===== src/wolf_soc_pkg.sv =====
// Shared definitions for the peripheral bus.
// Region code is the top REGION_W bits of the byte address.
// Peripheral offsets are word offsets taken from address bits [OFFSET_W+1:2].
// Bus logic is written for exactly two masters with a one-bit tag.
package wolf_soc_pkg;

   // ********************
   // Bus widths
   localparam int ADDR_W      = 16;
   localparam int DATA_W      = 32;
   localparam int NUM_MASTERS = 2;
   localparam int ID_W        = 1;
   localparam int REGION_W    = 4;
   localparam int OFFSET_W    = 8;

   // ********************
   // Address map
   localparam logic [REGION_W-1:0] REGION_RAM  = 4'd0;
   localparam logic [REGION_W-1:0] REGION_SYS  = 4'd1;
   localparam logic [REGION_W-1:0] REGION_GPIO = 4'd2;

   localparam int RAM_WORDS = 256;

   // System controller word offsets
   localparam logic [OFFSET_W-1:0] REG_SYS_TIMER  = 8'd0;
   localparam logic [OFFSET_W-1:0] REG_SYS_CMP    = 8'd1;
   localparam logic [OFFSET_W-1:0] REG_SYS_SWIRQ  = 8'd2;
   localparam logic [OFFSET_W-1:0] REG_SYS_STATUS = 8'd3;
   localparam int                  SW_IRQ_W       = 2;

   // GPIO word offsets
   localparam logic [OFFSET_W-1:0] REG_GPIO_OUT = 8'd0;
   localparam logic [OFFSET_W-1:0] REG_GPIO_DIR = 8'd1;
   localparam logic [OFFSET_W-1:0] REG_GPIO_IN  = 8'd2;
   localparam int                  GPIO_W       = 8;

   // One request on the shared bus
   typedef struct packed {
      logic              we;
      logic [ADDR_W-1:0] addr;
      logic [DATA_W-1:0] wdata;
      logic [ID_W-1:0]   id;
   } bus_req_t;

endpackage


===== src/soc_bus_if.sv =====
// Shared bus between arbiter and decoder, and one port per slave.
// No ready toward the decoder: every slave takes a request each cycle.
`timescale 1ns/1ps

interface soc_bus_if;
   import wolf_soc_pkg::*;

   logic              req_valid;
   bus_req_t          req;
   logic              rsp_valid;
   logic [DATA_W-1:0] rsp_rdata;
   logic              rsp_err;
   logic [ID_W-1:0]   rsp_id;

   modport arb (output req_valid, req, input rsp_valid, rsp_rdata, rsp_err, rsp_id);
   modport dec (input req_valid, req, output rsp_valid, rsp_rdata, rsp_err, rsp_id);
endinterface

interface periph_if;
   import wolf_soc_pkg::*;

   logic                sel;
   logic                we;
   logic [OFFSET_W-1:0] offset;
   logic [DATA_W-1:0]   wdata;
   logic [DATA_W-1:0]   rdata;

   modport host  (output sel, we, offset, wdata, input rdata);
   modport slave (input sel, we, offset, wdata, output rdata);
endinterface


===== src/bus_decoder.sv =====
// Address decoder with one-cycle response path.
// Slaves sample the request on the edge after it reaches the bus; the
// response is valid for the following cycle. Unmapped regions give err
// with rdata 0 and select no slave.
`timescale 1ns/1ps

module bus_decoder (
   input  logic     clk,
   input  logic     i_rst_n,
   soc_bus_if.dec   bus,
   periph_if.host   ram,
   periph_if.host   sys,
   periph_if.host   gpio
);
   import wolf_soc_pkg::*;

   logic [REGION_W-1:0] region;
   logic [OFFSET_W-1:0] offset;
   logic                mapped;
   logic [REGION_W-1:0] region_q;
   logic                err_q;

   assign region = bus.req.addr[ADDR_W-1 -: REGION_W];
   assign offset = bus.req.addr[OFFSET_W+1:2];
   assign mapped = (region == REGION_RAM) || (region == REGION_SYS) ||
                   (region == REGION_GPIO);

   // ********************
   // Slave selects
   assign ram.sel     = bus.req_valid && (region == REGION_RAM);
   assign ram.we      = bus.req.we;
   assign ram.offset  = offset;
   assign ram.wdata   = bus.req.wdata;
   assign sys.sel     = bus.req_valid && (region == REGION_SYS);
   assign sys.we      = bus.req.we;
   assign sys.offset  = offset;
   assign sys.wdata   = bus.req.wdata;
   assign gpio.sel    = bus.req_valid && (region == REGION_GPIO);
   assign gpio.we     = bus.req.we;
   assign gpio.offset = offset;
   assign gpio.wdata  = bus.req.wdata;

   always_ff @(posedge clk) begin
      if (!i_rst_n)
         bus.rsp_valid <= 1'b0;
      else
         bus.rsp_valid <= bus.req_valid;
   end

   always_ff @(posedge clk) begin
      bus.rsp_id <= bus.req.id;
      region_q   <= region;
      err_q      <= !mapped;
   end

   // ********************
   // Response mux
   always_comb begin
      case (region_q)
         REGION_RAM:  bus.rsp_rdata = ram.rdata;
         REGION_SYS:  bus.rsp_rdata = sys.rdata;
         REGION_GPIO: bus.rsp_rdata = gpio.rdata;
         default:     bus.rsp_rdata = '0;
      endcase
   end

   assign bus.rsp_err = err_q;

endmodule


===== src/flat_wrapper.sv =====
// flat-port wrapper written by rule: the top's interface ports become plain ports
module bus_decoder_flat import wolf_soc_pkg::*;
  (clk, i_rst_n, bus_req_valid, bus_req, bus_rsp_valid, bus_rsp_rdata, bus_rsp_err, bus_rsp_id, ram_sel, ram_we, ram_offset, ram_wdata, ram_rdata, sys_sel, sys_we, sys_offset, sys_wdata, sys_rdata, gpio_sel, gpio_we, gpio_offset, gpio_wdata, gpio_rdata);
  soc_bus_if bus_i ();
  periph_if ram_i ();
  periph_if sys_i ();
  periph_if gpio_i ();
  input  logic clk;
  input  logic i_rst_n;
  input wire logic [$bits(bus_i.req_valid)-1:0] bus_req_valid;
  input wire logic [$bits(bus_i.req)-1:0] bus_req;
  output wire logic [$bits(bus_i.rsp_valid)-1:0] bus_rsp_valid;
  output wire logic [$bits(bus_i.rsp_rdata)-1:0] bus_rsp_rdata;
  output wire logic [$bits(bus_i.rsp_err)-1:0] bus_rsp_err;
  output wire logic [$bits(bus_i.rsp_id)-1:0] bus_rsp_id;
  output wire logic [$bits(ram_i.sel)-1:0] ram_sel;
  output wire logic [$bits(ram_i.we)-1:0] ram_we;
  output wire logic [$bits(ram_i.offset)-1:0] ram_offset;
  output wire logic [$bits(ram_i.wdata)-1:0] ram_wdata;
  input wire logic [$bits(ram_i.rdata)-1:0] ram_rdata;
  output wire logic [$bits(sys_i.sel)-1:0] sys_sel;
  output wire logic [$bits(sys_i.we)-1:0] sys_we;
  output wire logic [$bits(sys_i.offset)-1:0] sys_offset;
  output wire logic [$bits(sys_i.wdata)-1:0] sys_wdata;
  input wire logic [$bits(sys_i.rdata)-1:0] sys_rdata;
  output wire logic [$bits(gpio_i.sel)-1:0] gpio_sel;
  output wire logic [$bits(gpio_i.we)-1:0] gpio_we;
  output wire logic [$bits(gpio_i.offset)-1:0] gpio_offset;
  output wire logic [$bits(gpio_i.wdata)-1:0] gpio_wdata;
  input wire logic [$bits(gpio_i.rdata)-1:0] gpio_rdata;
  assign bus_i.req_valid = bus_req_valid;
  assign bus_i.req = bus_req;
  assign bus_rsp_valid = bus_i.rsp_valid;
  assign bus_rsp_rdata = bus_i.rsp_rdata;
  assign bus_rsp_err = bus_i.rsp_err;
  assign bus_rsp_id = bus_i.rsp_id;
  assign ram_sel = ram_i.sel;
  assign ram_we = ram_i.we;
  assign ram_offset = ram_i.offset;
  assign ram_wdata = ram_i.wdata;
  assign ram_i.rdata = ram_rdata;
  assign sys_sel = sys_i.sel;
  assign sys_we = sys_i.we;
  assign sys_offset = sys_i.offset;
  assign sys_wdata = sys_i.wdata;
  assign sys_i.rdata = sys_rdata;
  assign gpio_sel = gpio_i.sel;
  assign gpio_we = gpio_i.we;
  assign gpio_offset = gpio_i.offset;
  assign gpio_wdata = gpio_i.wdata;
  assign gpio_i.rdata = gpio_rdata;
  bus_decoder u_core (.clk(clk), .i_rst_n(i_rst_n), .bus(bus_i), .ram(ram_i), .sys(sys_i), .gpio(gpio_i));
endmodule

===== config.mk =====
export PLATFORM = sky130hd
export DESIGN_NAME = bus_decoder_flat
export DESIGN_NICKNAME = d
export VERILOG_FILES = /design/src/wolf_soc_pkg.sv /design/src/soc_bus_if.sv /design/src/bus_decoder.sv /design/src/flat_wrapper.sv
export SDC_FILE = /design/constraint.sdc
export NUM_CORES = 1
export LEC_CHECK = 0
export BUFFER_PORTS_ARGS = -buffer_cell sky130_fd_sc_hd__buf_2
export CAP_MARGIN = 20
export CORE_AREA = 2 2 122 124
export CTS_CLUSTER_SIZE = 20
export DETAILED_ROUTE_END_ITERATION = 8
export DIE_AREA = 0 0 124 126
export PLACE_DENSITY_LB_ADDON = 0.08
export SLEW_MARGIN = 5
export SYNTH_ARGS = -nofsm -noshare
export SYNTH_HDL_FRONTEND = slang
export SYNTH_SLANG_ARGS = --single-unit

===== constraint.sdc =====
create_clock -name clk -period 1.04 [get_ports clk]
set_input_delay 0 -clock clk [delete_from_list [all_inputs] [get_ports clk]]
set_output_delay 0 -clock clk [all_outputs]
set_load 0.005 [all_outputs]

Yosys cells after proc, flatten, opt, wreduce, memory -nomap -nowiden --
Index checks and enable logic that the tools add are counted.
Word-level totals: memories kept 0, bits in read-only memories 0, bits in latches 0, output and inout port bits 161, bits in registers 7, memory bits (writable) 0
Cells by class: equal/unequal tests 4, $mul 0, bitwise logic cells 0, add/sub/neg operators 0, shift operators 0, reductions and logical operators 8, div/mod/pow operators 0, $lt $le $gt $ge 0, mux-type cells 1
Operators by type and width (number):
- 32-bit one-hot mux with 3 select lines | 1
- 4-bit by 1-bit equality test with 1-bit output (second input constant) | 2
- 4-bit by 2-bit equality test with 1-bit output (second input constant) | 2
- 4-bit zero test | 2
- 1-bit logical AND | 3
- 1-bit logical OR | 2
- 1-bit zero test | 1

Longest topological paths before layout --
Gate-level depths: netlist of the first run.
word-level depth 4, depth in mapped cells 4, mapped depth without buffers 2

Least setup slack after synthesis of the first run --
Ideal clock, no wire load.
path type register to output, start reg u_core.region_q[1], end out bus_rsp_rdata[0], buffers on the path 2, slack -0.071 ns, arrival 1.111 ns, required time 1.040 ns, stages on the path, launching flop included 5, path through dfxtp_1 buf_6 nor4b_4 buf_6 o2bb2ai_1
On the way: cells in the longest elaborated chain, start to end 2
RTL lines:
- start, declared | RTL line bus_decoder.sv:20 | logic [REGION_W-1:0] region_q;
- start signal, assigned | RTL line bus_decoder.sv:52 | region_q <= region;
- 4-bit by 2-bit equality test with 1-bit output (tied with other cells) | RTL line bus_decoder.sv:59 | case (region_q)
- 32-bit one-hot mux with 3 select lines * | RTL line bus_decoder.sv:59
- end, declared | RTL line flat_wrapper.sv:13 | output wire logic [$bits(bus_i.rsp_rdata)-1:0] bus_rsp_rdata;
Every way passes the cells marked *; elsewhere a longest branch is shown, timed or not.

Final worst setup path of the first run --
start reg u_core.region_q[3], end out bus_rsp_rdata[11]
The elaborated chain is that of the path after synthesis.

==> results of run 1 <==
## layout by cell type (no fill, tap or decap)
cell           synthesis  layout
or3_4                  0       1
buf_2                  6     140
nor3b_2                0       1
dfxtp_1                7       5
and2_1                 1       1
mux2i_1               32      32
buf_12                 0       5
nor4b_4                1       1
clkinv_2               0       1
o2bb2ai_2              0      27
nor3_1                 1       1
or3b_2                 1       1
dlygate4sd3_1          0       7
a211o_1                1       1
nor3b_1                2       1
buf_6                  4       3
o2bb2ai_4              0       5
clkbuf_16              0       5
dfxtp_2                0       2
## state kept, by name, indices dropped and copies added, names as in the netlist
register and count:
u_core.bus.rsp_err 1, u_core.bus.rsp_id 1, u_core.bus.rsp_valid 1, u_core.region_q 4
## final timing paths
| check | to | slack [ns] | cells after the start |
|---|---|---|---|
| worst max-delay path | bus_rsp_rdata[11] | -0.39 | 4 |
| worst min-delay path | sys_wdata[22] | 0.000004 | 0 |
## power by group
group          internal, uW  switching (uW)  total (uW)
sequential              285            11.1         297
clock                   505             155         660
combinational           353             266         619
## synthesized netlist by cell type
master,count,share of area (%)
a211o_1,1,0.48
and2_1,1,0.34
buf_2,6,1.7
buf_4,123,51
buf_6,4,2.5
clkbuf_1,1,0.21
dfxtp_1,7,7.7
mux2i_1,32,18
nor3_1,1,0.28
nor3b_1,2,0.83
nor4b_4,1,1.3
o2bb2ai_1,32,15
or3_1,1,0.34
or3b_2,1,0.48
## layout make-up
type	instances	area, sq um
fill	1610	11960
timing repair buffer	157	954.7
multi-input combinational	72	947.2
tap	184	230.2
sequential	7	142.6
clock buffer	3	75.07
clock inverter	1	5.005
## stage by stage
stage	instance area, sq um	hold slack, ns	std cells	TNS [ns]
3_5_place_dp	2048	0.00007263	410	-8.579
3_3_place_gp	2048	0.00007263	410	-8.304
2_1_floorplan	2024	0.02772	213	-1.384
6_report	2355	0.000003683	424	-11.91
5_1_grt	2355	0.00001708	424	-14.15
4_1_cts	2210	0.00007263	422	-12.93
## routing by layer
layer	vias to the layer above	track usage, %	part of all wire [%]
li1	669	-	-
met1	640	5.627	32
met2	112	11.89	52
met3	33	1.812	12
met4	0	3.040	3.5
met5	-	0	0
## critical path: cells and delay by family (launching register included)
| kind | cells | cell delay (ns) |
|---|---|---|
| simple gates | 1 | 0.41 |
| compound gates | 1 | 0.14 |
| buf+inv | 2 | 0.30 |
| flops | 1 | 0.33 |
## cell families (layout without fill, tap and decap cells)
group	Yosys count	count (layout)	synth area share, %
buf+inv	134	161	55.17
mux	32	32	17.63
simple gates	7	7	3.581
compound gates	33	33	15.91
flops	7	7	7.713
## timing repair
action	4_1_cts	5_1_grt
pin swaps	1	3
hold buffers	7	0
endpoints found under the setup margin	32	33
gates resized for setup	1	12
hold endpoints to repair	6	0
gates cloned	0	2
buffers inserted	1	0
==> run_results.csv, run 1 <==
group,metric,value,unit
critical_path,path_max_fanout,16,
critical_path,cp.arrival,1.43,ns
placement,place_ws,-0.2929,ns
route,wirelength,5.713,mm
timing,worst_slack,-0.3900,ns
layout,fin_nets,390,
yosys,yosysSeqAreaShare,7.713,%
min_path,worstHoldPathType,"in2out",
global_routing,grt_pass1_vias,1460,
timing,final_hold_viol_count,0,
route,routed-via-count,1454,
timing,drv_slew,0,
placement,hpwl,4.385,mm
power,peakVddDrop,0.7221,mV
power,p_total,1576,uW
min_path,min_from,"bus_req[23]",
route,detailedRoute.firstPassIterationCount,2,
floorplanning,rows,44,
status,violations,"negative setup slack",
critical_path,cp-startpoint,"u_core.region_q[3]$_DFF_P_",
yosys,ys_ff_latch,7,
floorplanning,die_h,126,microns
route,wire_per_inst,13.47,microns
placement,place.gp.congestion,0.6566,
flow_run,drv_cap,0,
layout,area_growth,29.61,%
route,drt.antenna.violating_nets,0,
yosys,syn_nets,362,
placement,portBuffers,141,
yosys,syn_inst,213,
route,viasPerCell,3.429,
cts,cts_tree,"yes",
layout,drive_gt1_share,80.00,%
timing,post-route-period-util,137.5,%
yosys,synth_cell_types,14,
timing,slew_headroom,81.27,%
timing,tightestPinTransition,0.2731,ns
yosys,syn_area_per_cell,8.529,sq um
critical_path,required,1.04,ns
cts,numCtsBuffers,3,
critical_path,slowest_stage,"or3_4",
floorplanning,design.core.area,14310,sq um
global_routing,track_usage,6.122,%
layout,fin_util,16.45,%
critical_path,worstSetupStartpointType,"flop",
critical_path,crit_type,"reg2out",
global_routing,grt.overflow.total,0,
timing,fmax,0.6993,GHz
floorplanning,die_area,15620,sq um
layout,diodes,0,
cts,path_clk_slew,0.04,ns
floorplanning,initial_core_util,12.69,%
cts,cts_max_level,1,
global_routing,grt_pass1_wl,7.500,mm
critical_path,end_kind,"primary output",
power,power.leakage,0.001152,uW
route,drc,0,
cts,cts_root_buffer,"clkbuf_16",
timing,rsz0062_at_grt,"yes",
floorplanning,io_pins,310,
critical_path,crit_path_cell_trace,"or3_4, buf_12, o2bb2ai_2, buf_2",
global_routing,grt_max_degree,20,
yosys,yosysWarnings,0,
critical_path,critPathMaxStageDelay,0.41,ns
global_routing,antenna_found_initial,0,
power,pwr_density_cell,669.2,nW/um^2
route,drt_iter0_drc,2,
timing,setup_violations,32,
yosys,syn_area,1817,sq um
cts,cts_buffer_depth,2,
cts,cts.sinks,7,
status,status,"finished, violations left",
floorplanning,die_w,124,microns
timing,fin_crit,1.430,ns
Note: power is estimated with default switching activity, not from simulation.
==> inputs of run 2 (changes only) <==
- ABC_AREA: not set -> 1
- SLEW_MARGIN: 5 -> 20
==> run_results.csv, run 2 <==
group,metric,value,unit
layout,top_register,"u_core.region_q",
yosys,ys_ff_latch,7,
power,peakVddDrop,0.6770,mV
global_routing,track_usage,7.694,%
yosys,synth.most_common_cell,"nand3_1",
timing,fin_crit,1.327,ns
yosys,synth_cell_types,13,
global_routing,antenna_found_initial,0,
power,power.leakage,0.001380,uW
layout,area_growth,48.12,%
power,power_switching,531.8,uW
timing,setup_violations,32,
timing,finalSetupTns,-8.312,ns
route,viasPerCell,3.959,
floorplanning,design.core.area,14310,sq um
layout,seqCellArea,148.9,sq um
cts,cts_buffer_depth,2,
cts,cts_tree,"yes",
global_routing,grt_pass1_wl,9.515,mm
min_path,worstHoldPathType,"in2out",
yosys,ys_dominant_reg_cell,"dfxtp_1",
critical_path,worstSetupStartpointType,"flop",
floorplanning,rows,44,
layout,fin_nets,476,
yosys,syn_inst,295,
critical_path,path_delay_family,"buffers and inverters",
critical_path,slowest_stage,"dfxtp_2",
floorplanning,die_w,124,microns
placement,placed_area,1969,sq um
timing,worst_slack,-0.2869,ns
route,routed-via-count,2019,
timing,tightestPinTransition,0.1761,ns
power,pwr-share-clk,37.2,%
layout,fin_util,19.59,%
flow_run,drv_cap,0,
layout,fin_area,2804,sq um
yosys,synth_top_area_cell,"buf_4",
critical_path,crit_type,"reg2out",
layout,final_common_cell,"buf_2",
placement,place.gp.congestion,0.6429,
route,detailedRoute.firstPassIterationCount,4,
critical_path,end_kind,"primary output",
power,comb_power_share,45.8,%
layout,largest_reg_flops,4,
timing,post-route-period-util,127.6,%
floorplanning,io_pins,310,
yosys,syn_area,1893,sq um
layout,mostFrequentLayoutCells,"buf_2 (137), nand3_1 (62), nand3_2 (59)",
yosys,syn_nets,444,
layout,diodes,0,
cts,cts_root_buffer,"clkbuf_16",
status,violations,"negative setup slack",
placement,portBuffers,141,
status,status,"finished, violations left",
yosys,synth_commonest_cells,"nand3_1 (129), buf_4 (124), buf_2 (13), dfxtp_1 (7), clkbuf_1 (5)",
route,drt.antenna.violating_nets,0,
layout,multi_input_area,1126,sq um
timing,rsz0062_at_grt,"yes",
timing,final_hold_viol_count,0,
placement,place_inst,487,
yosys,yosysSeqAreaShare,7.403,%
yosys,synth_top_area_share,49.17,%
cts,numCtsBuffers,3,
global_routing,grt_max_degree,52,
yosys,syn_area_per_cell,6.417,sq um
power,p_int,1207,uW
floorplanning,initial_core_util,13.23,%
critical_path,cp.arrival,1.33,ns
critical_path,path_max_fanout,7,
yosys,synth_edf_count,0,
yosys,yosysWarnings,0,
critical_path,crit_path_cell_trace,"nor2_4, buf_12, clkbuf_16, nand3_1, nand3_2, buf_2",
layout,layout.cells.non_filler,510,
critical_path,critPathMaxStageDelay,0.31,ns
power,pwr_density_cell,620.2,nW/um^2
power,sequentialPowerShare,17.1,%
floorplanning,die_area,15620,sq um
route,drc,0,
global_routing,grt_pass1_vias,1894,
critical_path,required,1.04,ns
route,wire_per_inst,15.95,microns
route,wirelength,8.134,mm
cts,path_clk_slew,0.03,ns
yosys,yosys-top-cells-area,"buf_4 (49%), nand3_1 (34%), dfxtp_1 (7.4%)",
layout,final.fill_count,1659,
global_routing,grt.overflow.total,0,
power,swShare,30.58,%
cts,cts.sinks,7,
yosys,synthArstFlopShare,0,%
timing,fmax,0.7536,GHz
cts,cts_max_level,1,
floorplanning,die_h,126,microns
timing,slew_headroom,88.23,%
route,drt_iter0_drc,56,
layout,drive_gt1_share,74.54,%
timing,drv_slew,0,
critical_path,crit_buf_inv,3,
placement,hpwl,5.377,mm
==> run 2: power by group through the flow <==
stage,Clock [uW],Sequential (uW),Combinational (uW)
floorplan,0,300,577
global placement,0,299,566
detailed placement,0,301,558
CTS,660,296,580
global route,687,298,868
finish,647,297,796
==> run 2: per-layer routing <==
metal  vias up  GRT usage, %  wire, microns
li1        940             -              -
met1       904         7.057           2809
met2       152         15.00           4192
met3        23         3.216            988
met4         0         2.379            144
met5         -             0              0
==> run 2: cell type report <==
cell class | instances | area share [%]
inverter | 6 | 0.8032
sequential | 7 | 5.310
clock buffer | 4 | 2.811
tap | 184 | 8.211
timing repair buffer | 169 | 42.70
multi-input combinational | 140 | 40.16
==> run 2: worst paths after layout <==
path	startpoint	slack (ns)	endpoint	cells past startpoint
setup / recovery	u_core.region_q[2]$_DFF_P_	-0.29	bus_rsp_rdata[0]	6
hold / removal	bus_req[32]	0.000005	gpio_wdata[31]	0
==> run 2: stage by stage <==
stage          hold WS (ns)  setup WS (ns)  total power (uW)
2_1_floorplan       0.02772         0.1027             876.8
3_3_place_gp     0.00006923       -0.07677             865.0
3_5_place_dp     0.00006923       -0.09495             859.0
4_1_cts          0.00006923        -0.2609              1536
5_1_grt          0.00002147        -0.3482              1852
6_report        0.000004972        -0.2869              1739
==> run 2: kinds of logic after synthesis <==
| family | count (synthesis) | share of synthesized area [%] |
|---|---|---|
| simple gates | 139 | 37.54 |
| flops | 7 | 7.402 |
| compound gates | 1 | 0.2641 |
| buf+inv | 148 | 54.79 |
==> run 2: what timing repair did <==
item / 4_1_cts / 5_1_grt
setup buffers: 0 / 2
cloned: 0 / 10
endpoints found under the setup margin: 32 / 34
endpoints found under the hold margin: 6 / 0
resized for setup: 5 / 89
pin swaps: 0 / 29
hold buffers: 7 / 0
