$ cat src/wolf_soc_pkg.sv
// Shared definitions for the peripheral bus.
// Region code is the top REGION_W bits of the byte address.
// Peripheral offsets are word offsets taken from address bits [OFFSET_W+1:2].
// Bus logic is written for exactly two masters with a one-bit tag.
package wolf_soc_pkg;

   // ********************
   // Bus widths
   localparam int ADDR_W      = 16;
   localparam int DATA_W      = 32;
   localparam int NUM_MASTERS = 2;
   localparam int ID_W        = 1;
   localparam int REGION_W    = 4;
   localparam int OFFSET_W    = 8;

   // ********************
   // Address map
   localparam logic [REGION_W-1:0] REGION_RAM  = 4'd0;
   localparam logic [REGION_W-1:0] REGION_SYS  = 4'd1;
   localparam logic [REGION_W-1:0] REGION_GPIO = 4'd2;

   localparam int RAM_WORDS = 256;

   // System controller word offsets
   localparam logic [OFFSET_W-1:0] REG_SYS_TIMER  = 8'd0;
   localparam logic [OFFSET_W-1:0] REG_SYS_CMP    = 8'd1;
   localparam logic [OFFSET_W-1:0] REG_SYS_SWIRQ  = 8'd2;
   localparam logic [OFFSET_W-1:0] REG_SYS_STATUS = 8'd3;
   localparam int                  SW_IRQ_W       = 2;

   // GPIO word offsets
   localparam logic [OFFSET_W-1:0] REG_GPIO_OUT = 8'd0;
   localparam logic [OFFSET_W-1:0] REG_GPIO_DIR = 8'd1;
   localparam logic [OFFSET_W-1:0] REG_GPIO_IN  = 8'd2;
   localparam int                  GPIO_W       = 8;

   // One request on the shared bus
   typedef struct packed {
      logic              we;
      logic [ADDR_W-1:0] addr;
      logic [DATA_W-1:0] wdata;
      logic [ID_W-1:0]   id;
   } bus_req_t;

endpackage

$ cat src/soc_bus_if.sv


interface periph_if;
   import wolf_soc_pkg::*;

   logic                sel;
   logic                we;
   logic [OFFSET_W-1:0] offset;
   logic [DATA_W-1:0]   wdata;
   logic [DATA_W-1:0]   rdata;

   modport host  (output sel, we, offset, wdata, input rdata);
   modport slave (input sel, we, offset, wdata, output rdata);
endinterface

$ cat src/gpio_port.sv
// GPIO block with output and direction registers.
// Pin inputs pass a two-flop synchronizer, so a read of the input
// register sees pins as they were at least two cycles earlier.
`timescale 1ns/1ps

module gpio_port (
   input  logic                              clk,
   input  logic                              i_rst_n,
   periph_if.slave                           port,
   input  logic [wolf_soc_pkg::GPIO_W-1:0]   i_gpio_in,
   output logic [wolf_soc_pkg::GPIO_W-1:0]   o_gpio_out,
   output logic [wolf_soc_pkg::GPIO_W-1:0]   o_gpio_oe
);
   import wolf_soc_pkg::*;

   logic [GPIO_W-1:0] in_meta;
   logic [GPIO_W-1:0] in_sync;

   always_ff @(posedge clk) begin
      if (!i_rst_n) begin
         o_gpio_out <= '0;
         o_gpio_oe  <= '0;
      end else if (port.sel && port.we) begin
         case (port.offset)
            REG_GPIO_OUT: o_gpio_out <= port.wdata[GPIO_W-1:0];
            REG_GPIO_DIR: o_gpio_oe  <= port.wdata[GPIO_W-1:0];
            default:      ;
         endcase
      end
   end

   // Pin synchronizer
   always_ff @(posedge clk) begin
      in_meta <= i_gpio_in;
      in_sync <= in_meta;
   end

   always_ff @(posedge clk) begin
      if (port.sel) begin
         case (port.offset)
            REG_GPIO_OUT: port.rdata <= DATA_W'(o_gpio_out);
            REG_GPIO_DIR: port.rdata <= DATA_W'(o_gpio_oe);
            REG_GPIO_IN:  port.rdata <= DATA_W'(in_sync);
            default:      port.rdata <= '0;
         endcase
      end
   end

endmodule

$ cat src/flat_wrapper.sv
// flat-port wrapper written by rule: the top's interface ports become plain ports
module gpio_port_flat import wolf_soc_pkg::*;
  (clk, i_rst_n, i_gpio_in, o_gpio_out, o_gpio_oe, port_sel, port_we, port_offset, port_wdata, port_rdata);
  periph_if port_i ();
  input  logic clk;
  input  logic i_rst_n;
  input  logic [wolf_soc_pkg::GPIO_W-1:0] i_gpio_in;
  output logic [wolf_soc_pkg::GPIO_W-1:0] o_gpio_out;
  output logic [wolf_soc_pkg::GPIO_W-1:0] o_gpio_oe;
  input wire logic [$bits(port_i.sel)-1:0] port_sel;
  input wire logic [$bits(port_i.we)-1:0] port_we;
  input wire logic [$bits(port_i.offset)-1:0] port_offset;
  input wire logic [$bits(port_i.wdata)-1:0] port_wdata;
  output wire logic [$bits(port_i.rdata)-1:0] port_rdata;
  assign port_i.sel = port_sel;
  assign port_i.we = port_we;
  assign port_i.offset = port_offset;
  assign port_i.wdata = port_wdata;
  assign port_rdata = port_i.rdata;
  gpio_port u_core (.clk(clk), .i_rst_n(i_rst_n), .port(port_i), .i_gpio_in(i_gpio_in), .o_gpio_out(o_gpio_out), .o_gpio_oe(o_gpio_oe));
endmodule
$ cat config.mk
export PLATFORM = sky130hd
export DESIGN_NAME = gpio_port_flat
export DESIGN_NICKNAME = d
export VERILOG_FILES = /design/src/wolf_soc_pkg.sv /design/src/soc_bus_if.sv /design/src/gpio_port.sv /design/src/flat_wrapper.sv
export SDC_FILE = /design/constraint.sdc
export NUM_CORES = 1
export LEC_CHECK = 0
export BUFFER_PORTS_ARGS = -buffer_cell sky130_fd_sc_hd__buf_4
export CAP_MARGIN = 20
export CORE_UTILIZATION = 46
export DETAILED_ROUTE_END_ITERATION = 10
export GPL_TIMING_DRIVEN = 1
export PLACE_DENSITY_LB_ADDON = 0.1
export SLEW_MARGIN = 20
export SYNTH_ARGS = -nofsm -noshare
export SYNTH_HDL_FRONTEND = slang
export SYNTH_SLANG_ARGS = --single-unit
$ cat constraint.sdc
create_clock -name clk -period 3 [get_ports clk]
set_input_delay 0.6 -clock clk [delete_from_list [all_inputs] [get_ports clk]]
set_output_delay 0.6 -clock clk [all_outputs]
set_load 0.03 [all_outputs]
Yosys cells after proc, flatten, opt, wreduce, memory -nomap -nowiden

Index checks and enable logic that the tools add are counted.
W data, S select, Z words.

Eq/ne operators: 2
Muxes and demuxes: 1
Reduce and logical (&&, ||, !) cells: 4

Operators with widths:

| operator             | count |
|---|---|
| $pmux W8 S3          | 1 |
| $eq A8 B1 Y1 const B | 1 |
| $eq A8 B2 Y1 const B | 1 |
| $logic_not A8 Y1     | 1 |
| $reduce_and A2 Y1    | 2 |
| $logic_and A1 B1 Y1  | 1 |

Register bits after elaboration: 64
Bits of input ports: 52
Output and inout bits: 48
Logic and storage cells: 12

Depth between registers and ports, before layout

Gate-level depths: netlist (run 1).

Depth in word-level cells: 2
Mapped depth: 5
Gate-level depth less buffers: 3

Worst setup path before layout (run 1)

Ideal clock, no wire load.

Kind: input port to flip-flop
Start point: input port_offset[5]
End point: register u_core.port.rdata[0], data pin
Library setup time: 149 ps
Arrival: 1,346 ps
Required time: 2,851 ps
Path slack: 1,505 ps
Stages on the path: 3
Buffers on the path: 0
Cells stage by stage: nor4_4 nand2_1 a21oi_1

Cells in the longest elaborated chain, start to end: 2
Elaborated cells between the ends (all ways): 4
Classes of those cells: 2 x eq/ne; 1 x mux; 1 x reduce/logical

Ends and longest elaborated chain:

| item                                       | line               | RTL |
|---|---|---|
| start: declaration                         | flat_wrapper.sv:12 | `input wire logic [$bits(port_i.offset)-1:0] port_offset;` |
| $eq A8 B2 Y1, or another cell as far along | gpio_port.sv:40    | `case (port.offset)` |
| $pmux W8 S3 *                              | gpio_port.sv:40    |  |
| end signal: assignment                     | gpio_port.sv:41    | `REG_GPIO_OUT: port.rdata <= DATA_W'(o_gpio_out);` |
| end signal: assignment                     | gpio_port.sv:42    | `REG_GPIO_DIR: port.rdata <= DATA_W'(o_gpio_oe);` |
| end signal: assignment                     | gpio_port.sv:43    | `REG_GPIO_IN: port.rdata <= DATA_W'(in_sync);` |
| end: declaration                           | soc_bus_if.sv:13   | `modport slave (input sel, we, offset, wdata, output rdata);` |

Every way passes the cells marked *; elsewhere a longest branch is shown, timed or not.
A chain may end at the register's enable or synchronous reset.

Worst setup path after layout (run 1)

Start point: register u_core.port.rdata[3]
End point: output port_rdata[3]

RTL lines:

| item             | line               | RTL |
|---|---|---|
| end: declaration | flat_wrapper.sv:14 | `output wire logic [$bits(port_i.rdata)-1:0] port_rdata;` |

No word-level cell between the ends.

==> results.ini, run 1 <==
[logic_synthesis]
seq_area_frac_synth_pct = 53.4
postSynthAreaPerCell_sq_um = 11.0
netlist_area_sq_um = 1650
yosys.cell_types.count = 17
synthArstFlopShare_pct = 0
synth_seq_cells = 40
synth_edf_count = 8
yosysWarnings = 0
synth_cells = 150
ys.flop_type = dfxtp_1

[cts]
clockBufferDepth = 2
clk_pin_slew_worst_paths_ps = 110
numCtsBuffers = 5
tritoncts = built
ctsResizeCount = 0
cts.sinks = 40
insertion_delay_ps = 350
hold_buffers = 0
cts_setup_buffers = 0
clockRootBuffer = clkbuf_4
htreeDepth = 2

[timing]
hold_violations = 0
grt_setup_unrepaired = no
fin_crit_sh_pct = 50.7
tns_ps = 0
fin_skew_ps = 10.9
clock.fmax_mhz = 657
worst_slack_ps = 1480
slew_viol_final = 0
min_period_ps = 1520
setup_viol = 0

[worst_setup_path]
worstSetupEndpointType = output port
path_delay_family = flip-flops
path_max_fanout = 1
worstSetupStartpointType = flop
crit_chain = buf_4
cp.arrival_ps = 920
critPathMaxStageDelay_ps = 400
crit_slowest_cell = edfxtp_1
crit_type = flop to output port
crit_buf_inv = 1
worstPathRequired_ps = 2400

[floorplanning]
initial_core_util_pct = 48.7
chipWidth_um = 61.9
num_rows = 21
ios = 100
dieArea_sq_um = 3830
die_h_um = 61.9
coreArea_sq_um = 3390

[cells_and_area]
n_antenna_cell = 0
regArea_sq_um = 881
fill_cells = 280
multi_input_area_sq_um = 647
area_growth_syn_to_layout_pct = 24.8
final_nets = 254
drive_gt1_share_pct = 35.0

[placed_design]
io_buffers = 51
hpwl_um = 2060
dp_slack_ps = 1220
gp_congestion = 0.650

[power_and_ir_drop]
power.leakage_nw = 1.01
p_switching_mw = 0.248
powerDensity_nw_per_um2 = 508
pwr-share-clk_pct = 35.2
p_int_mw = 0.798
p_seq_share_pct = 54.2
sw_frac_of_total_pct = 23.7
combPwrFrac_pct = 10.6
max-vdd-ir-drop_mv = 0.343

[global_route]
grt_usage_pct = 14.8
grt_pass1_wl_um = 3850
grt_max_degree = 25
grt_antenna_before_repair = 0
grt_overflow = 0
grt_pass1_vias = 946

[drt]
drc = 0
drt_pass1_iterations = 3
drt_iter0_markers = 32
vias = 1120
totalWireLength_um = 2700
routedWlPerCell_um = 10.9
viasPerCell = 4.50
ant_nets = 0

[status]
status = finished clean

[worst_hold_path]
min_path_type = flop to flop

[run]
cap_viol_max_count = 0

==> cells in the mapped netlist (2+ instances only) <==
| library cell | n | share of area [%] |
|---|---|---|
| nand2_1 | 33 | 7.5 |
| dfxtp_1 | 32 | 39 |
| buf_4 | 24 | 11 |
| mux2i_1 | 24 | 15 |
| a21oi_1 | 8 | 2.4 |
| edfxtp_1 | 8 | 15 |
| or2_2 | 8 | 3.0 |
| clkbuf_1 | 3 | 0.68 |
| nand3_4 | 2 | 2.1 |
==> final timing paths <==
check                        from                   end  slack [ps]  cells after the start
max          u_core.port.rdata[3]         port_rdata[3]        1480                      1
min             u_core.in_meta[5]     u_core.in_sync[5]         340                      0
max reg2reg   u_core.o_gpio_oe[1]  u_core.port.rdata[1]        1980                      3
min reg2reg     u_core.in_meta[5]     u_core.in_sync[5]         340                      0
==> flip-flops by register name, indices dropped and copies added (netlist names) <==
register and cells:
u_core.o_gpio_out 8, u_core.port.rdata 8, u_core.o_gpio_oe 8, u_core.in_meta 8, u_core.in_sync 8
==> layout by cell type (no fill, tap or decap) <==
cell	count
a21oi_1	8
and2b_1	1
and4b_1	1
buf_4	51
bufinv_16	1
clkbuf_4	5
clkbuf_8	1
clkinv_4	1
conb_1	24
dfxtp_1	32
edfxtp_1	8
mux2i_1	24
nand2_1	33
nand3_4	2
nor2_1	1
nor4_4	1
nor4bb_4	1
or2_2	8
==> metrics by stage <==
step           hold WS (ps)  area [sq um]  std cells  power, mW  util, %
2_1_floorplan           310          1740        173      0.675        -
3_3_place_gp            312          1970        241      0.689     58.1
3_5_place_dp            314          1970        241      0.691     58.1
4_1_cts                 325          2060        249       1.06     60.7
5_1_grt                 312          2060        249       1.09     60.7
6_report                339          2060        249       1.05     60.7
==> cell type report <==
type / count / share of cell area (%)
Multi-Input combinational cell: 104 / 31.4
Timing Repair Buffer: 51 / 18.6
Tap cell: 46 / 2.80
Clock buffer: 6 / 2.49
Sequential cell: 40 / 42.8
Clock inverter: 2 / 1.88
==> kinds of logic (layout without fill, tap and decap cells) <==
group                  after synthesis  in the layout  synth area share, %
AND/OR/NAND/NOR                     48             48                 16.8
flip-flops                          40             40                 53.4
buffers and inverters               29             59                 12.6
multiplexers                        24             24                 14.6
AO/OA/AOI/OAI                        8              8                 2.43
other                                1             24                0.227
==> worst reg2reg max path, cell delays in order (launching register included) <==
cell	delay (ps)
dfxtp_1	390
mux2i_1	90
or2_2	280
a21oi_1	120
==> layer usage <==
| metal | global-route usage (%) | vias up | share of wire (%) |
|---|---|---|---|
| li1 | - | 550 | - |
| met4 | 11.4 | 0 | 2.6 |
| met3 | 4.35 | 8 | 7.5 |
| met5 | 0 | - | 0 |
| met1 | 15.4 | 511 | 38 |
| met2 | 25.0 | 51 | 52 |
==> power by group through the flow <==
stage          registers [mW]  logic, mW  clock network (mW)
2_1_floorplan           0.588     0.0869                   0
5_1_grt                 0.568      0.121               0.401
6_report                0.567      0.111               0.368
3_5_place_dp            0.579      0.111                   0
3_3_place_gp            0.579      0.110                   0
4_1_cts                 0.567      0.112               0.380
Power figures use the tool's default switching activity.
==> run 2: changes to the inputs <==
--- a/config.mk
+++ b/config.mk
@@ -7,7 +7,7 @@
 export LEC_CHECK = 0
 export BUFFER_PORTS_ARGS = -buffer_cell sky130_fd_sc_hd__buf_4
 export CAP_MARGIN = 20
-export CORE_UTILIZATION = 46
+export CORE_UTILIZATION = 38
 export DETAILED_ROUTE_END_ITERATION = 10
 export GPL_TIMING_DRIVEN = 1
 export PLACE_DENSITY_LB_ADDON = 0.1
==> constraint.sdc (replaced) <==
create_clock -name clk -period 1.2 [get_ports clk]
set_input_delay 0.24 -clock clk [delete_from_list [all_inputs] [get_ports clk]]
set_output_delay 0.24 -clock clk [all_outputs]
set_load 0.03 [all_outputs]
==> results.ini, run 2 (same netlist as run 1, synthesis figures left out) <==
[worst_setup_path]
worstSetupStartpointType = flop
crit_slowest_cell = edfxtp_1
crit_chain = buf_4
cp.arrival_ps = 850  ; -70 ps
path_max_fanout = 1  ; unchanged
crit_type = flop to output port
worstPathRequired_ps = 960  ; -1440 ps
worstSetupEndpointType = output port
path_delay_family = flip-flops
critPathMaxStageDelay_ps = 380  ; -20 ps
crit_buf_inv = 1  ; unchanged

[power_and_ir_drop]
max-vdd-ir-drop_mv = 0.795  ; +130%
powerDensity_nw_per_um2 = 1320  ; +160%
power.leakage_nw = 1.05  ; +4.7%
finalPower_mw = 2.85  ; +170%

[drt]
totalWireLength_um = 3020  ; +12%
ant_nets = 0  ; unchanged
drc = 0  ; unchanged
drt_iter0_markers = 44  ; +38%
drt_pass1_iterations = 2  ; -1
vias = 1134  ; +1.3%
viasPerCell = 4.38  ; -2.7%
routedWlPerCell_um = 11.7  ; +7.4%

[floorplanning]
die_h_um = 67.9  ; +9.7%
coreArea_sq_um = 4090  ; +21%
initial_core_util_pct = 40.4  ; -8.3 points
ios = 100  ; unchanged
num_rows = 23  ; +9.5%
dieArea_sq_um = 4610  ; +20%
chipWidth_um = 67.9  ; +9.7%

[timing]
clock.fmax_mhz = 919
fin_crit_sh_pct = 90.6
grt_setup_unrepaired = no
hold_violations = 0  ; unchanged
min_period_ps = 1090
setup_viol = 0  ; unchanged
fin_skew_ps = 5.29  ; -5.63 ps
slew_viol_final = 0  ; unchanged

[cells_and_area]
multi_input_area_sq_um = 647  ; unchanged
final_cell_mix = buf_4, nand2_1, dfxtp_1
drive_gt1_share_pct = 36.8  ; +1.9 points
final_common_cell = buf_4
final_nets = 260  ; +2.4%
regArea_sq_um = 881  ; unchanged
fill_cells = 371  ; +33%
n_antenna_cell = 0  ; unchanged
design_area_sq_um = 2150  ; +4.6%
area_growth_syn_to_layout_pct = 30.5

[cts]
insertion_delay_ps = 290  ; -60 ps
hold_buffers = 0  ; unchanged
numCtsBuffers = 5  ; unchanged
clockBufferDepth = 2  ; unchanged
cts_setup_buffers = 0  ; unchanged
clk_pin_slew_worst_paths_ps = 80  ; -30 ps
cts.sinks = 40  ; unchanged
htreeDepth = 2  ; unchanged
ctsResizeCount = 0  ; unchanged
clockRootBuffer = clkbuf_8
tritoncts = built

[status]
status = finished clean

[worst_hold_path]
min_path_type = primary input to flop

[global_route]
grt_antenna_before_repair = 0  ; unchanged
grt_overflow = 0  ; unchanged
grt_pass1_vias = 1124  ; +19%
grt_usage_pct = 14.4  ; -0.37 points
grt_max_degree = 25  ; unchanged
grt_pass1_wl_um = 4700  ; +22%

[placed_design]
place_area_sq_um = 2030  ; +3.2%
gp_congestion = 0.712  ; +9.5%
io_buffers = 51  ; unchanged
hpwl_um = 2300  ; +12%

[run]
cap_viol_max_count = 0  ; unchanged

==> run 2: per-layer routing <==
layer  up-vias  share of wire [%]  GRT usage (%)
met5         -                  0              0
met4         0                1.6           6.25
met3         5                7.1           4.50
met2        54                 55           27.8
met1       514                 37           13.8
li1        561                  -              -
==> run 2: metrics by stage <==
stage | TNS (ps) | util, % | setup slack (ps) | hold WS, ps | std cells
final | 0 | 52.7 | 112 | 46.7 | 259
after global placement | -1320 | 49.7 | -81.8 | 311 | 251
after CTS | 0 | 52.7 | 88.4 | 37.1 | 259
after floorplan | 0 | - | 65.0 | 268 | 173
after detailed placement | -1770 | 49.7 | -118 | 313 | 251
after global routing | 0 | 52.7 | 72.5 | 27.7 | 259
==> run 2: layout make-up <==
class | count | share of cell area (%)
Tap cell | 50 | 2.91
Sequential cell | 40 | 40.9
Timing Repair Buffer | 57 | 20.5
Multi-Input combinational cell | 104 | 30.1
Clock buffer | 6 | 3.84
Clock inverter | 2 | 1.80
==> run 2: worst register-to-register path, delay by kind of cell, from the launching register on <==
| kind | cells | cell delay [ps] |
|---|---|---|
| DFF | 1 | 370 |
| and+or+nand+nor | 1 | 290 |
| AOI/OAI and AO/OA | 1 | 130 |
| muxes | 1 | 90 |
==> run 2: power breakdown <==
part	leakage (nW)	total (mW)	switching, mW	internal, mW
Sequential	0.345	1.42	0.00953	1.41
Clock	0.0614	1.13	0.454	0.679
Combinational	0.647	0.299	0.194	0.105
==> run 2: worst paths after layout <==
kind | slack [ps] | from | end | cells after the start
hold reg to reg | 330 | u_core.in_meta[3] | u_core.in_sync[3] | 0
hold / removal | 50 | i_gpio_in[4] | u_core.in_meta[4] | 1
setup reg to reg | 190 | u_core.o_gpio_out[4] | u_core.port.rdata[4] | 3
setup / recovery | 110 | u_core.port.rdata[1] | port_rdata[1] | 1
==> run 3: changes to the inputs <==
--- a/config.mk
+++ b/config.mk
@@ -6,7 +6,8 @@
 export NUM_CORES = 1
 export LEC_CHECK = 0
 export BUFFER_PORTS_ARGS = -buffer_cell sky130_fd_sc_hd__buf_4
-export CAP_MARGIN = 20
+export CAP_MARGIN = 0
+export CORE_MARGIN = 5
 export CORE_UTILIZATION = 38
 export DETAILED_ROUTE_END_ITERATION = 10
 export GPL_TIMING_DRIVEN = 1
==> results.ini, run 3 (same netlist as run 1, synthesis figures left out) <==
[placed_design]
place_inst = 252  ; +0.40%
place_area_sq_um = 2030  ; -0.25%
io_buffers = 51  ; unchanged
gp_congestion = 0.650  ; -8.7%
hpwl_um = 2720  ; +18%

[drt]
totalWireLength_um = 3460  ; +14%
vias = 1121  ; -1.1%
drc = 0  ; unchanged
ant_nets = 0  ; unchanged
drt_pass1_iterations = 3  ; +1
viasPerCell = 4.31  ; -1.5%
routedWlPerCell_um = 13.3  ; +14%
drt_iter0_markers = 21  ; -52%

[cells_and_area]
final_nets = 259  ; -0.38%
final_util_pct = 50.0  ; -2.7 points
final_common_cell = buf_4
drive_gt1_share_pct = 36.5  ; -0.30 points
n_antenna_cell = 0  ; unchanged
design_area_sq_um = 2150  ; -0.23%
area_growth_syn_to_layout_pct = 30.2
multi_input_area_sq_um = 647  ; unchanged
fill_cells = 420  ; +13%
final_cell_mix = buf_4, nand2_1, dfxtp_1
fin_cells = 260  ; +0.39%
regArea_sq_um = 881  ; unchanged

[timing]
min_period_ps = 1100  ; +10.1 ps
fin_crit_sh_pct = 91.5  ; +0.84 points
tns_ps = 0  ; unchanged
clock.fmax_mhz = 911  ; -0.92%
whs_ps = 50.3  ; +3.60 ps
fin_skew_ps = 6.44  ; +1.15 ps
hold_violations = 0  ; unchanged
grt_setup_unrepaired = no
slew_viol_final = 0  ; unchanged
setup_viol = 0  ; unchanged

[global_route]
grt_pass1_wl_um = 5020  ; +6.9%
grt_usage_pct = 12.3  ; -2.2 points
grt_overflow = 0  ; unchanged
grt_max_degree = 25  ; unchanged
grt_antenna_before_repair = 0  ; unchanged
grt_pass1_vias = 1061  ; -5.6%

[power_and_ir_drop]
max-vdd-ir-drop_mv = 0.479  ; -40%
powerDensity_nw_per_um2 = 1330  ; +0.31%
power.leakage_nw = 1.05  ; -0.46%

[cts]
htreeDepth = 2  ; unchanged
numCtsBuffers = 5  ; unchanged
cts.sinks = 40  ; unchanged
tritoncts = built
hold_buffers = 0  ; unchanged
ctsResizeCount = 0  ; unchanged
clk_pin_slew_worst_paths_ps = 80  ; about the same
cts_setup_buffers = 0  ; unchanged
clockRootBuffer = clkbuf_8
clockBufferDepth = 2  ; unchanged
insertion_delay_ps = 290  ; about the same

[floorplanning]
initial_core_util_pct = 38.4  ; -2.0 points
num_rows = 24  ; +4.3%
dieArea_sq_um = 5760  ; +25%
chipWidth_um = 75.9  ; +12%
die_h_um = 75.9  ; +12%
coreArea_sq_um = 4290  ; +5.1%
ios = 100  ; unchanged

[worst_setup_path]
critPathMaxStageDelay_ps = 390  ; about the same
cp.arrival_ps = 860  ; about the same
path_max_fanout = 1  ; unchanged
crit_start = u_core.port.rdata[3]
reg2reg_from = u_core.o_gpio_oe[7]
crit_slowest_cell = edfxtp_1
path_delay_family = flip-flops
crit_type = flop to output port
crit_buf_inv = 1  ; unchanged
worstSetupStartpointType = flop
crit_chain = buf_4
worstSetupEndpointType = output port
worstPathRequired_ps = 960  ; about the same

[run]
cap_viol_max_count = 0  ; unchanged

[worst_hold_path]
min-delay-start = i_gpio_in[4]
min_path_type = primary input to flop

[status]
status = finished clean

## run 3: routing by layer
| layer | vias up | part of all wire [%] | GRT usage, % |
|---|---|---|---|
| li1 | 561 | - | - |
| met1 | 517 | 36 | 12.8 |
| met2 | 37 | 54 | 22.0 |
| met3 | 6 | 8.2 | 4.49 |
| met4 | 0 | 1.8 | 5.24 |
| met5 | - | 0 | 0 |
## run 3: path summary, 6_finish.rpt
kind / slack [ps] / endpoint / cells after the start
max: 100 / port_rdata[3] / 1
min: 50 / u_core.in_meta[4] / 1
max reg2reg: 170 / u_core.port.rdata[7] / 3
min reg2reg: 330 / u_core.in_sync[0] / 0
## run 3: final cells by class
cell class                 instances  area share (%)
multi-input combinational        104            30.1
sequential                        40            41.0
timing repair buffer              56            20.2
tap                               52            3.03
clock buffer                       6            3.85
clock inverter                     2            1.81
## run 3: stage by stage
stage | power (mW) | setup slack, ps
2_1_floorplan | 1.69 | 65.0
3_3_place_gp | 1.74 | -159
3_5_place_dp | 1.75 | -187
4_1_cts | 2.89 | 96.6
5_1_grt | 2.98 | 47.4
6_report | 2.85 | 102
## run 3: where the power goes
group	internal (mW)	switching [mW]
sequential	1.41	0.00921
clock	0.679	0.455
combinational	0.104	0.197
total	2.19	0.661
## run 3: worst register-to-register path: stages (launching register included)
cell and delay (ps):
dfxtp_1 370, mux2i_1 100, or2_2 280, a21oi_1 140
